--- src/include/dag_consts.svh ---
`ifndef DAG_CONSTS_SVH
`define DAG_CONSTS_SVH

// width of the I, L and M registers and of the program memory address.
`define DAG_WIDTH 14

// data bus width for host readback.
`define DMD_WIDTH 16

// registers per group, I4..I7 and so on.
`define DAG_REGS 4

// operand items held between fetch and post-modify.
`define QUEUE_DEPTH 2

`endif

--- src/design/dagPkg.sv ---
package dagPkg;

`include "dag_consts.svh"

  // one address register value.
  typedef logic [`DAG_WIDTH-1:0] dagWord;

  // host data bus value.
  typedef logic [`DMD_WIDTH-1:0] dmdWord;

  // register number inside a group, 0 is register 4.
  typedef logic [$clog2(`DAG_REGS)-1:0] regIdx;

  // bank select for host write and readback.
  typedef enum logic [1:0]
  {
    grpI = 2'd0,
    grpL = 2'd1,
    grpM = 2'd2
  } regGroup;

endpackage

--- src/design/dagOpIf.sv ---
`timescale 1ns/1ps

// operand item passed between stages under valid/ready.
interface dagOpIf;
  import dagPkg::*;

  logic   valid;
  logic   ready;
  // I register that receives the post-modified value.
  regIdx  iSel;
  dagWord iVal;
  dagWord lVal;
  dagWord mVal;

  modport src (
    output valid, iSel, iVal, lVal, mVal,
    input  ready
  );

  modport dst (
    input  valid, iSel, iVal, lVal, mVal,
    output ready
  );

endinterface

--- src/design/dagOpQueue.sv ---
`timescale 1ns/1ps
`include "dag_consts.svh"

module dagOpQueue (
  input logic DSPCLK,
  input logic RST,
  dagOpIf.dst inBus,
  dagOpIf.src outBus
);
  import dagPkg::*;

  localparam int ptrWidth = $clog2(`QUEUE_DEPTH);

  regIdx  selMem [`QUEUE_DEPTH];
  dagWord iMem [`QUEUE_DEPTH];
  dagWord lMem [`QUEUE_DEPTH];
  dagWord mMem [`QUEUE_DEPTH];
  logic [ptrWidth-1:0] wrPtr;
  logic [ptrWidth-1:0] rdPtr;
  logic [ptrWidth:0] count;
  logic push;
  logic pop;

  function automatic logic [ptrWidth-1:0] nextPtr(input logic [ptrWidth-1:0] p);
    if (p == ptrWidth'(`QUEUE_DEPTH - 1))
      return '0;
    return p + 1'b1;
  endfunction

  assign inBus.ready = (count != `QUEUE_DEPTH);
  assign outBus.valid = (count != '0);
  assign push = inBus.valid && inBus.ready;
  assign pop = outBus.valid && outBus.ready;

  // head entry is shown directly.
  assign outBus.iSel = selMem[rdPtr];
  assign outBus.iVal = iMem[rdPtr];
  assign outBus.lVal = lMem[rdPtr];
  assign outBus.mVal = mMem[rdPtr];

  always_ff @(posedge DSPCLK or posedge RST)
  begin
    if (RST)
    begin
      wrPtr <= '0;
      rdPtr <= '0;
      count <= '0;
    end
    else
    begin
      if (push)
        wrPtr <= nextPtr(wrPtr);
      if (pop)
        rdPtr <= nextPtr(rdPtr);
      if (push && !pop)
        count <= count + 1'b1;
      else if (pop && !push)
        count <= count - 1'b1;
    end
  end

  always_ff @(posedge DSPCLK)
  begin
    if (push)
    begin
      selMem[wrPtr] <= inBus.iSel;
      iMem[wrPtr] <= inBus.iVal;
      lMem[wrPtr] <= inBus.lVal;
      mMem[wrPtr] <= inBus.mVal;
    end
  end

  countRange: assert property (@(posedge DSPCLK) disable iff (RST) count <= `QUEUE_DEPTH);

endmodule

--- src/design/dagPostModify.sv ---
`timescale 1ns/1ps
`include "dag_consts.svh"

module dagPostModify (
  input  logic           DSPCLK,
  input  logic           RST,
  dagOpIf.dst            opBus,
  output logic           pmaValid,
  input  logic           pmaReady,
  output dagPkg::dagWord pma,
  output logic           wbEn,
  output dagPkg::regIdx  wbIdx,
  output dagPkg::dagWord wbData
);
  import dagPkg::*;

  logic take;
  dagWord nextI;

  // ones below the top bit of len-1, i.e. the low k bits with 2^k >= len.
  function automatic dagWord circMask(input dagWord len);
    dagWord lenM1;
    dagWord mask;
    lenM1 = len - 1'b1;
    mask[`DAG_WIDTH-1] = lenM1[`DAG_WIDTH-1];
    for (int b = `DAG_WIDTH - 2; b >= 0; b--)
      mask[b] = mask[b+1] | lenM1[b];
    return mask;
  endfunction

  function automatic dagWord modifyIndex(input dagWord iv, input dagWord lv, input dagWord mv);
    logic signed [`DAG_WIDTH+1:0] sum;
    logic signed [`DAG_WIDTH+1:0] base;
    logic signed [`DAG_WIDTH+1:0] len;
    sum = $signed({2'b00, iv}) + $signed({{2{mv[`DAG_WIDTH-1]}}, mv});
    if (lv == '0)
      return sum[`DAG_WIDTH-1:0];
    base = $signed({2'b00, iv & ~circMask(lv)});
    len = $signed({2'b00, lv});
    // wrap back into [base, base+len).
    if (sum >= base + len)
      sum = sum - len;
    else if (sum < base)
      sum = sum + len;
    return sum[`DAG_WIDTH-1:0];
  endfunction

  assign opBus.ready = !pmaValid || pmaReady;
  assign take = opBus.valid && opBus.ready;
  assign nextI = modifyIndex(opBus.iVal, opBus.lVal, opBus.mVal);

  // writeback goes out when the address is consumed.
  assign wbEn = pmaValid && pmaReady;

  always_ff @(posedge DSPCLK or posedge RST)
  begin
    if (RST)
      pmaValid <= 1'b0;
    else if (take)
      pmaValid <= 1'b1;
    else if (pmaReady)
      pmaValid <= 1'b0;
  end

  always_ff @(posedge DSPCLK)
  begin
    if (take)
    begin
      pma <= opBus.iVal;
      wbIdx <= opBus.iSel;
      wbData <= nextI;
    end
  end

  pmaHold: assert property (@(posedge DSPCLK) disable iff (RST)
    pmaValid && !pmaReady |=> pmaValid && $stable(pma) && $stable(wbData));

endmodule

--- src/design/dagRegFile.sv ---
`timescale 1ns/1ps
`include "dag_consts.svh"

module dagRegFile (
  input  logic            DSPCLK,
  input  logic            RST,
  input  logic            wrEn,
  input  dagPkg::regGroup wrGroup,
  input  dagPkg::regIdx   wrIdx,
  input  dagPkg::dagWord  wrData,
  input  logic            rdEn,
  input  dagPkg::regGroup rdGroup,
  input  dagPkg::regIdx   rdIdx,
  output dagPkg::dmdWord  dmd,
  input  logic            reqValid,
  output logic            reqReady,
  input  dagPkg::regIdx   reqI,
  input  dagPkg::regIdx   reqM,
  input  logic            wbEn,
  input  dagPkg::regIdx   wbIdx,
  input  dagPkg::dagWord  wbData,
  dagOpIf.src             fetchBus
);
  import dagPkg::*;

  dagWord iReg [`DAG_REGS];
  dagWord lReg [`DAG_REGS];
  dagWord mReg [`DAG_REGS];
  logic [`DAG_REGS-1:0] busy;
  logic reqTake;
  logic wbKeep;

  // the item slot frees when empty or when it transfers this edge.
  assign reqReady = (!fetchBus.valid || fetchBus.ready) && !busy[reqI];
  assign reqTake = reqValid && reqReady;

  // a host write to the same I register wins over writeback.
  assign wbKeep = wbEn && !(wrEn && (wrGroup == grpI) && (wrIdx == wbIdx));

  always_ff @(posedge DSPCLK or posedge RST)
  begin
    if (RST)
    begin
      for (int r = 0; r < `DAG_REGS; r++)
      begin
        iReg[r] <= '0;
        lReg[r] <= '0;
        mReg[r] <= '0;
      end
    end
    else
    begin
      if (wbKeep)
        iReg[wbIdx] <= wbData;
      if (wrEn)
      begin
        case (wrGroup)
          grpI: iReg[wrIdx] <= wrData;
          grpL: lReg[wrIdx] <= wrData;
          grpM: mReg[wrIdx] <= wrData;
          default: ;
        endcase
      end
    end
  end

  // busy covers the time from acceptance to writeback.
  always_ff @(posedge DSPCLK or posedge RST)
  begin
    if (RST)
      busy <= '0;
    else
    begin
      if (wbEn)
        busy[wbIdx] <= 1'b0;
      if (reqTake)
        busy[reqI] <= 1'b1;
    end
  end

  always_ff @(posedge DSPCLK or posedge RST)
  begin
    if (RST)
      fetchBus.valid <= 1'b0;
    else if (reqTake)
      fetchBus.valid <= 1'b1;
    else if (fetchBus.ready)
      fetchBus.valid <= 1'b0;
  end

  always_ff @(posedge DSPCLK)
  begin
    if (reqTake)
    begin
      fetchBus.iSel <= reqI;
      fetchBus.iVal <= iReg[reqI];
      fetchBus.lVal <= lReg[reqI];
      fetchBus.mVal <= mReg[reqM];
    end
  end

  // M is signed on the bus, I and L are not.
  always_comb
  begin
    dmd = '0;
    if (rdEn)
    begin
      case (rdGroup)
        grpI: dmd = {{(`DMD_WIDTH-`DAG_WIDTH){1'b0}}, iReg[rdIdx]};
        grpL: dmd = {{(`DMD_WIDTH-`DAG_WIDTH){1'b0}}, lReg[rdIdx]};
        grpM: dmd = {{(`DMD_WIDTH-`DAG_WIDTH){mReg[rdIdx][`DAG_WIDTH-1]}}, mReg[rdIdx]};
        default: dmd = '0;
      endcase
    end
  end

  // writeback comes from post-modify, only for an item this block issued.
  wbBusy: assert property (@(posedge DSPCLK) disable iff (RST) wbEn |-> busy[wbIdx]);

  fetchHold: assert property (@(posedge DSPCLK) disable iff (RST)
    fetchBus.valid && !fetchBus.ready |=> fetchBus.valid && $stable(fetchBus.iSel)
      && $stable(fetchBus.iVal) && $stable(fetchBus.lVal) && $stable(fetchBus.mVal));

endmodule

--- src/design/dagTop.sv ---
`timescale 1ns/1ps

module dagTop (
  input  logic            DSPCLK,
  input  logic            RST,
  input  logic            wrEn,
  input  dagPkg::regGroup wrGroup,
  input  dagPkg::regIdx   wrIdx,
  input  dagPkg::dagWord  wrData,
  input  logic            rdEn,
  input  dagPkg::regGroup rdGroup,
  input  dagPkg::regIdx   rdIdx,
  output dagPkg::dmdWord  dmd,
  input  logic            reqValid,
  output logic            reqReady,
  input  dagPkg::regIdx   reqI,
  input  dagPkg::regIdx   reqM,
  output logic            pmaValid,
  input  logic            pmaReady,
  output dagPkg::dagWord  pma
);
  import dagPkg::*;

  logic wbEn;
  regIdx wbIdx;
  dagWord wbData;

  dagOpIf fetchBus ();
  dagOpIf issueBus ();

  dagRegFile regFile (
    .DSPCLK   (DSPCLK),
    .RST      (RST),
    .wrEn     (wrEn),
    .wrGroup  (wrGroup),
    .wrIdx    (wrIdx),
    .wrData   (wrData),
    .rdEn     (rdEn),
    .rdGroup  (rdGroup),
    .rdIdx    (rdIdx),
    .dmd      (dmd),
    .reqValid (reqValid),
    .reqReady (reqReady),
    .reqI     (reqI),
    .reqM     (reqM),
    .wbEn     (wbEn),
    .wbIdx    (wbIdx),
    .wbData   (wbData),
    .fetchBus (fetchBus.src)
  );

  dagOpQueue opQueue (
    .DSPCLK (DSPCLK),
    .RST    (RST),
    .inBus  (fetchBus.dst),
    .outBus (issueBus.src)
  );

  // new I returns to the register file on the output handshake.
  dagPostModify postMod (
    .DSPCLK   (DSPCLK),
    .RST      (RST),
    .opBus    (issueBus.dst),
    .pmaValid (pmaValid),
    .pmaReady (pmaReady),
    .pma      (pma),
    .wbEn     (wbEn),
    .wbIdx    (wbIdx),
    .wbData   (wbData)
  );

endmodule

--- config.mk ---
export PLATFORM = sky130hd
export DESIGN_NAME = dagTop
export DESIGN_NICKNAME = d
export VERILOG_FILES = /design/src/design/dagPkg.sv /design/src/design/dagOpIf.sv /design/src/design/dagOpQueue.sv /design/src/design/dagPostModify.sv /design/src/design/dagRegFile.sv /design/src/design/dagTop.sv
export VERILOG_INCLUDE_DIRS = /design/src /design/src/include
export SDC_FILE = /design/constraint.sdc
export NUM_CORES = 1
export LEC_CHECK = 0
export BUFFER_PORTS_ARGS = -buffer_cell sky130_fd_sc_hd__clkbuf_2
export CELL_PAD_IN_SITES_DETAIL_PLACEMENT = 1
export CELL_PAD_IN_SITES_GLOBAL_PLACEMENT = 2
export CORE_MARGIN = 2
export CORE_UTILIZATION = 48
export DETAILED_ROUTE_END_ITERATION = 6
export PLACE_DENSITY = 0.95
export SLEW_MARGIN = 25
export SYNTH_ARGS = -nofsm -noshare
export SYNTH_HDL_FRONTEND = slang
export SYNTH_SLANG_ARGS = --single-unit
--- constraint.sdc ---
create_clock -name DSPCLK -period 13.6 [get_ports DSPCLK]
set_input_delay 1.36 -clock DSPCLK [delete_from_list [all_inputs] [get_ports DSPCLK]]
set_output_delay 1.36 -clock DSPCLK [all_outputs]
set_load 0.03 [all_outputs]
==> impl_metrics.env, run 1 <==
export IMPL_fin_cells=2074
export IMPL_cts_max_level=2
export IMPL_avgSynthCellArea_um2=12.71
export IMPL_rsz0062_at_grt="false"
export IMPL_worst_pin_slew_ns=1.153
export IMPL_whs_path_depth=0
export IMPL_ys_seq_area_frac=0.4906
export IMPL_hpwl_um=40640
export IMPL_cp_start_kind="flip-flop"
export IMPL_final_area_um2=21040
export IMPL_coreArea_um2=38830
export IMPL_ys_flop_type="dfrtp_1"
export IMPL_finalSetupTns_ns=0
export IMPL_holdPathEnd="opQueue.iMem[1][8]"
export IMPL_die_h_um=202.9
export IMPL_rrSetupSlack_ns=5.17
export IMPL_start_util=0.4892
export IMPL_cts_sinks=340
export IMPL_synth_nets=1617
export IMPL_post_cts_buffers=0
export IMPL_layout_commonest_cell="dfrtp_1"
export IMPL_cp_data_required_time_ns=13.89
export IMPL_r2r_end="postMod.wbData[11]"
export IMPL_cpPeakStageDelay_ns=0.66
export IMPL_hp_start="regFile.fetchBus.iVal[8]"
export IMPL_hold_class="flip-flop to flip-flop"
export IMPL_num_rows=72
export IMPL_cts_tree="built"
export IMPL_crit_slowest_cell="mux2i_1"
export IMPL_netlist_area_um2=19000
export IMPL_path_buf_inv=2
export IMPL_place_area_um2=19770
export IMPL_final_setup_viol_count=0
export IMPL_cp_arrival_ns=8.71
export IMPL_antenna_found_initial=6
export IMPL_register_area_um2=9320
export IMPL_grt_pass1_vias=14340
export IMPL_ios=64
export IMPL_viasPerCell=6.406
export IMPL_maxSlewViolCount=0
export IMPL_synth_edf_count=162
export IMPL_cts_buffers=37
export IMPL_grt_usage=0.2951
export IMPL_cts_hold_fix_buffers=0
export IMPL_port_buffers=63
export IMPL_ys_seq_elements=340
export IMPL_overflow=0
export IMPL_drive_gt1_frac=0.2490
export IMPL_fin_ws_ns=5.174
export IMPL_drc=0
export IMPL_area_growth_synth_to_final_pct=10.77
export IMPL_cts_resized=0
export IMPL_path_clk_slew_ns=0.06
export IMPL_clock_skew_ns=0.02234
export IMPL_clockBufferDepth=3
export IMPL_ys_warn_count=0
export IMPL_final_antenna_net_count=0
export IMPL_async_flop_share=0.5235
export IMPL_fin_nets=1648
export IMPL_first_pass_iters=5
export IMPL_clkLatencyLatePin_ns=0.55
export IMPL_die_w_um=202.9
export IMPL_fin_crit_ns=8.426
export IMPL_drtIter0Drc=1123
export IMPL_reg2reg_depth=26
export IMPL_wl_per_cell_um=29.02
export IMPL_ys_types=71
export IMPL_critPathTopFamily="compound AO/OA/AOI/OAI gates"
export IMPL_status="finished clean"
export IMPL_hold_viol=0
export IMPL_multi_input_area_um2=9084
export IMPL_grt_max_degree=78
export IMPL_die_area_um2=41180
export IMPL_place_ws_ns=5.352
export IMPL_fmax_ghz=0.1187
export IMPL_clock_root_buffer="clkbuf_16"
export IMPL_crit_fanout=57
export IMPL_worst_setup_path_end_kind="flip-flop"
export IMPL_cap_violations=0
export IMPL_dp_cells=2005
export IMPL_routed_wl_um=60180
export IMPL_r2r_start="opQueue.rdPtr"
export IMPL_final_cell_mix="177 x dfrtp_1, 162 x edfxtp_1, 139 x mux2_2"
export IMPL_netlist_instances=1495
export IMPL_relSlewSlack=0.2308
export IMPL_grt_pass1_wl_um=90390
export IMPL_via_count=13290
export IMPL_finalCritPeriodShare=0.6195
export IMPL_globalplace_congestion=0.8780
export IMPL_crit_type="flip-flop to flip-flop"
export IMPL_n_fill_cell=3904
## flip-flops by register name, indices dropped and copies added (netlist names), 2 cells and up
register               flops
postMod.wbIdx              2
regFile.mReg              56
opQueue.count              2
regFile.lReg              56
regFile.fetchBus.mVal     14
regFile.iReg              56
postMod.wbData            14
regFile.busy               4
opQueue.mMem              28
opQueue.lMem              28
regFile.fetchBus.lVal     14
regFile.fetchBus.iVal     14
postMod.pma               14
opQueue.iMem              28
opQueue.selMem             4
regFile.fetchBus.iSel      2
## synth_stat cells, types with 13 or more instances
master	n	area share
or3_1	14	0.0046
nand2_1	97	0.019
nand2b_1	15	0.0049
o22ai_1	17	0.0056
nor3_1	25	0.0066
mux2_2	139	0.082
edfxtp_1	162	0.26
clkbuf_1	67	0.013
nand3_1	14	0.0037
and2_1	18	0.0059
o21ai_0	85	0.022
ha_1	86	0.057
mux4_2	85	0.10
inv_1	74	0.015
mux2i_1	88	0.046
a21oi_1	51	0.013
nor2_1	45	0.0089
o211ai_1	18	0.0071
buf_1	13	0.0026
o21bai_1	13	0.0051
xnor2_1	45	0.021
dfrtp_1	178	0.23
## area by class of cell
| type | count | share of cell area |
|---|---|---|
| clock buffer | 52 | 0.04858 |
| tap | 518 | 0.03080 |
| timing repair buffer | 79 | 0.02087 |
| antenna | 2 | 0.0002379 |
| multi-input combinational | 990 | 0.4317 |
| inverter | 78 | 0.01415 |
| clock inverter | 15 | 0.01070 |
| sequential | 340 | 0.4429 |
## worst max-delay path by stage
stage | startpoint | endpoint | slack [ns] | cells past startpoint
after floorplan | opQueue.rdPtr | postMod.wbData[12] | 5.13 | 36
after global placement | opQueue.rdPtr | postMod.wbData[2] | 5.69 | 26
after detailed placement | opQueue.lMem[1][1] | postMod.wbData[11] | 5.35 | 27
after CTS | opQueue.rdPtr | postMod.wbData[11] | 5.24 | 26
after global routing | opQueue.rdPtr | postMod.wbData[0] | 4.55 | 27
final | opQueue.rdPtr | postMod.wbData[11] | 5.17 | 26
## metal layers
metal / vias up / GRT usage / routed length (um)
met5: - / 0 / 35
met4: 6 / 0.1343 / 2736
met3: 179 / 0.05217 / 4006
met2: 571 / 0.5108 / 30400
met1: 6879 / 0.3612 / 23010
li1: 5652 / - / -
## metrics by stage
step	utilization	hold WS, ns
2_1_floorplan	-	0.4215
3_3_place_gp	0.5093	0.4234
3_5_place_dp	0.5093	0.4313
4_1_cts	0.5414	0.4496
5_1_grt	0.5419	0.4577
6_report	0.5419	0.4524
## kinds of logic (layout without fill, tap and decap cells)
logic type	count (synthesis)	after routing	share of synthesized area
xor gates and xnor gates	57	57	0.02628
and+or+nand+nor	277	277	0.07318
other	0	2	0
buffers and inverters	165	224	0.03379
DFF	340	340	0.4906
muxes	312	312	0.2295
adders and majority gates	90	90	0.06086
AOI/OAI and AO/OA	254	254	0.08576
Power of run 1 is not shown: default switching activity piles up to over one toggle a cycle in this logic, so the estimate is an artifact.
==> run 2, diff against run 1 <==
--- a/config.mk
+++ b/config.mk
@@ -10,9 +10,9 @@
 export CELL_PAD_IN_SITES_DETAIL_PLACEMENT = 1
 export CELL_PAD_IN_SITES_GLOBAL_PLACEMENT = 2
 export CORE_MARGIN = 2
-export CORE_UTILIZATION = 48
+export CORE_UTILIZATION = 40
 export DETAILED_ROUTE_END_ITERATION = 6
-export PLACE_DENSITY = 0.95
+export PLACE_DENSITY = 0.87
 export SLEW_MARGIN = 25
 export SYNTH_ARGS = -nofsm -noshare
 export SYNTH_HDL_FRONTEND = slang
==> constraint.sdc (replaced) <==
create_clock -name DSPCLK -period 7.2 [get_ports DSPCLK]
set_input_delay 0.72 -clock DSPCLK [delete_from_list [all_inputs] [get_ports DSPCLK]]
set_output_delay 0.72 -clock DSPCLK [all_outputs]
set_load 0.03 [all_outputs]
==> run 2 against run 1 <==
  * Non-clock buffer count rose by 30
  * Count of clock-buffer cells in the layout rose by 1
  * Routed wire length down 8.3%
  * Critical path depth grew 3
  * Register-to-register slack got worse by 4.8 ns
  * Global-route usage decreased by 7.0 points
  * Sequential share of layout area fell by 1.0 points
  * Core utilization down 8.1 points
  * Critical endpoint is now postMod.wbData[12]
  * Largest cell class unchanged
==> impl_metrics.env, run 2 (synthesized netlist as in run 1, its figures left out) <==
export IMPL_status="finished clean"
export IMPL_hold_slack_ns=0.3145
export IMPL_clock_root_buffer="clkbuf_16"
export IMPL_path_clk_slew_ns=0.06
export IMPL_cts_max_level=2
export IMPL_first_pass_iters=5
export IMPL_cp_data_required_time_ns=7.47
export IMPL_clkLatencyLatePin_ns=0.54
export IMPL_cts_tree="built"
export IMPL_cts_hold_fix_buffers=0
export IMPL_antenna_found_initial=2
export IMPL_grt_pass1_wl_um=84590
export IMPL_final_cell_mix="177 x dfrtp_1, 162 x edfxtp_1, 139 x mux2_2"
export IMPL_drtIter0Drc=866
export IMPL_layout_commonest_cell="dfrtp_1"
export IMPL_grt_usage=0.2246
export IMPL_fin_cells=2192
export IMPL_post_route_util=0.4609
export IMPL_maxSlewViolCount=0
export IMPL_via_count=12790
export IMPL_reg_top3="regFile.iReg (56), regFile.lReg (56), regFile.mReg (56)"
export IMPL_ios=64
export IMPL_crit_type="flip-flop to flip-flop"
export IMPL_area_growth_synth_to_final_pct=13.44
export IMPL_coreArea_um2=46750
export IMPL_worst_pin_slew_ns=1.071
export IMPL_finalCritPeriodShare=0.9520
export IMPL_viasPerCell=5.836
export IMPL_clockBufferDepth=3
export IMPL_routed_wl_um=55210
export IMPL_final_setup_viol_count=0
export IMPL_drc=0
export IMPL_cts_buffers=38
export IMPL_cap_violations=0
export IMPL_rrSetupSlack_ns=0.35
export IMPL_die_h_um=221.9
export IMPL_final_antenna_net_count=0
export IMPL_cp_arrival_ns=7.13
export IMPL_die_area_um2=49250
export IMPL_hpwl_um=39580
export IMPL_place_area_um2=20180
export IMPL_fin_nets=1680
export IMPL_grt_pass1_vias=13750
export IMPL_num_rows=79
export IMPL_drive_gt1_frac=0.2835
export IMPL_worst_setup_path_end_kind="flip-flop"
export IMPL_hold_viol=0
export IMPL_clock_skew_ns=0.01426
export IMPL_final_area_um2=21550
export IMPL_grt_max_degree=104
export IMPL_dp_cells=2119
export IMPL_cpPeakStageDelay_ns=0.45
export IMPL_overflow=0
export IMPL_wl_per_cell_um=25.19
export IMPL_die_w_um=221.9
export IMPL_r2r_start="opQueue.rdPtr"
export IMPL_cp_start_kind="flip-flop"
export IMPL_reg2reg_depth=29
export IMPL_relSlewSlack=0.2849
export IMPL_start_util=0.4063
export IMPL_hold_class="input port to asynchronous set/reset pin"
export IMPL_n_fill_cell=4798
export IMPL_globalplace_congestion=0.8860
export IMPL_r2r_end="postMod.wbData[12]"
export IMPL_crit_fanout=8
export IMPL_crit_slowest_cell="or3_4"
export IMPL_cts_sinks=340
export IMPL_fmax_ghz=0.1459
export IMPL_port_buffers=63
export IMPL_fin_crit_ns=6.855
run 2: area by class of cell:
| type | instances | area (um^2) | area share |
|---|---|---|---|
| diodes | 1 | 2.502 | 0.0001161 |
| clock buffers | 53 | 1089 | 0.05051 |
| clock inverters | 13 | 130.1 | 0.006038 |
| inverters | 78 | 300.3 | 0.01393 |
| multi-input cells | 991 | 9268 | 0.4301 |
| flip-flops and latches | 340 | 9320 | 0.4325 |
| well taps | 607 | 759.5 | 0.03524 |
| repair buffers | 109 | 680.7 | 0.03159 |
run 2: worst max-delay path by stage:
| stage | to | slack [ns] | start | depth (start not counted) |
|---|---|---|---|---|
| floorplan | postMod.wbData[12] | 0.003 | opQueue.rdPtr | 35 |
| finish | postMod.wbData[12] | 0.35 | opQueue.rdPtr | 29 |
| global route | postMod.wbData[2] | -0.05 | opQueue.rdPtr | 29 |
| detailed placement | postMod.wbData[11] | -0.03 | opQueue.rdPtr | 27 |
| global placement | postMod.wbData[11] | 0.18 | opQueue.rdPtr | 27 |
| CTS | postMod.wbData[2] | 0.08 | opQueue.rdPtr | 27 |
run 2: stage by stage:
step / setup TNS (ns) / setup WS (ns)
floorplan: 0 / 0.003458
global placement: 0 / 0.1765
detailed placement: -0.09796 / -0.03496
CTS: 0 / 0.07583
global route: -0.1317 / -0.04720
finish: 0 / 0.3454
run 2: critical path, delay by kind of cell, from the launching register on:
kind	cells	cell delay (ns)
flops	1	0.41
fa+ha+maj	3	0.79
compound gates	13	2.57
simple gates	9	2.05
mux	1	0.36
buf+inv	3	0.41
run 2: what timing repair did:
item	in CTS	in global routing
hold endpoints to repair	0	0
pin swaps	0	7
setup endpoints to repair	3	14
gates cloned	0	1
resized for setup	1	17
setup buffers	0	5
run 2: metal layers:
layer  vias to the layer above  wire length, um  track usage
met1                      6659            23220       0.2898
met2                       316            27930       0.3912
met4                         2             1529      0.06691
li1                       5717                -            -
met3                        99             2529      0.03432
met5                         -               13            0
Power of run 2 is left out for the same reason.
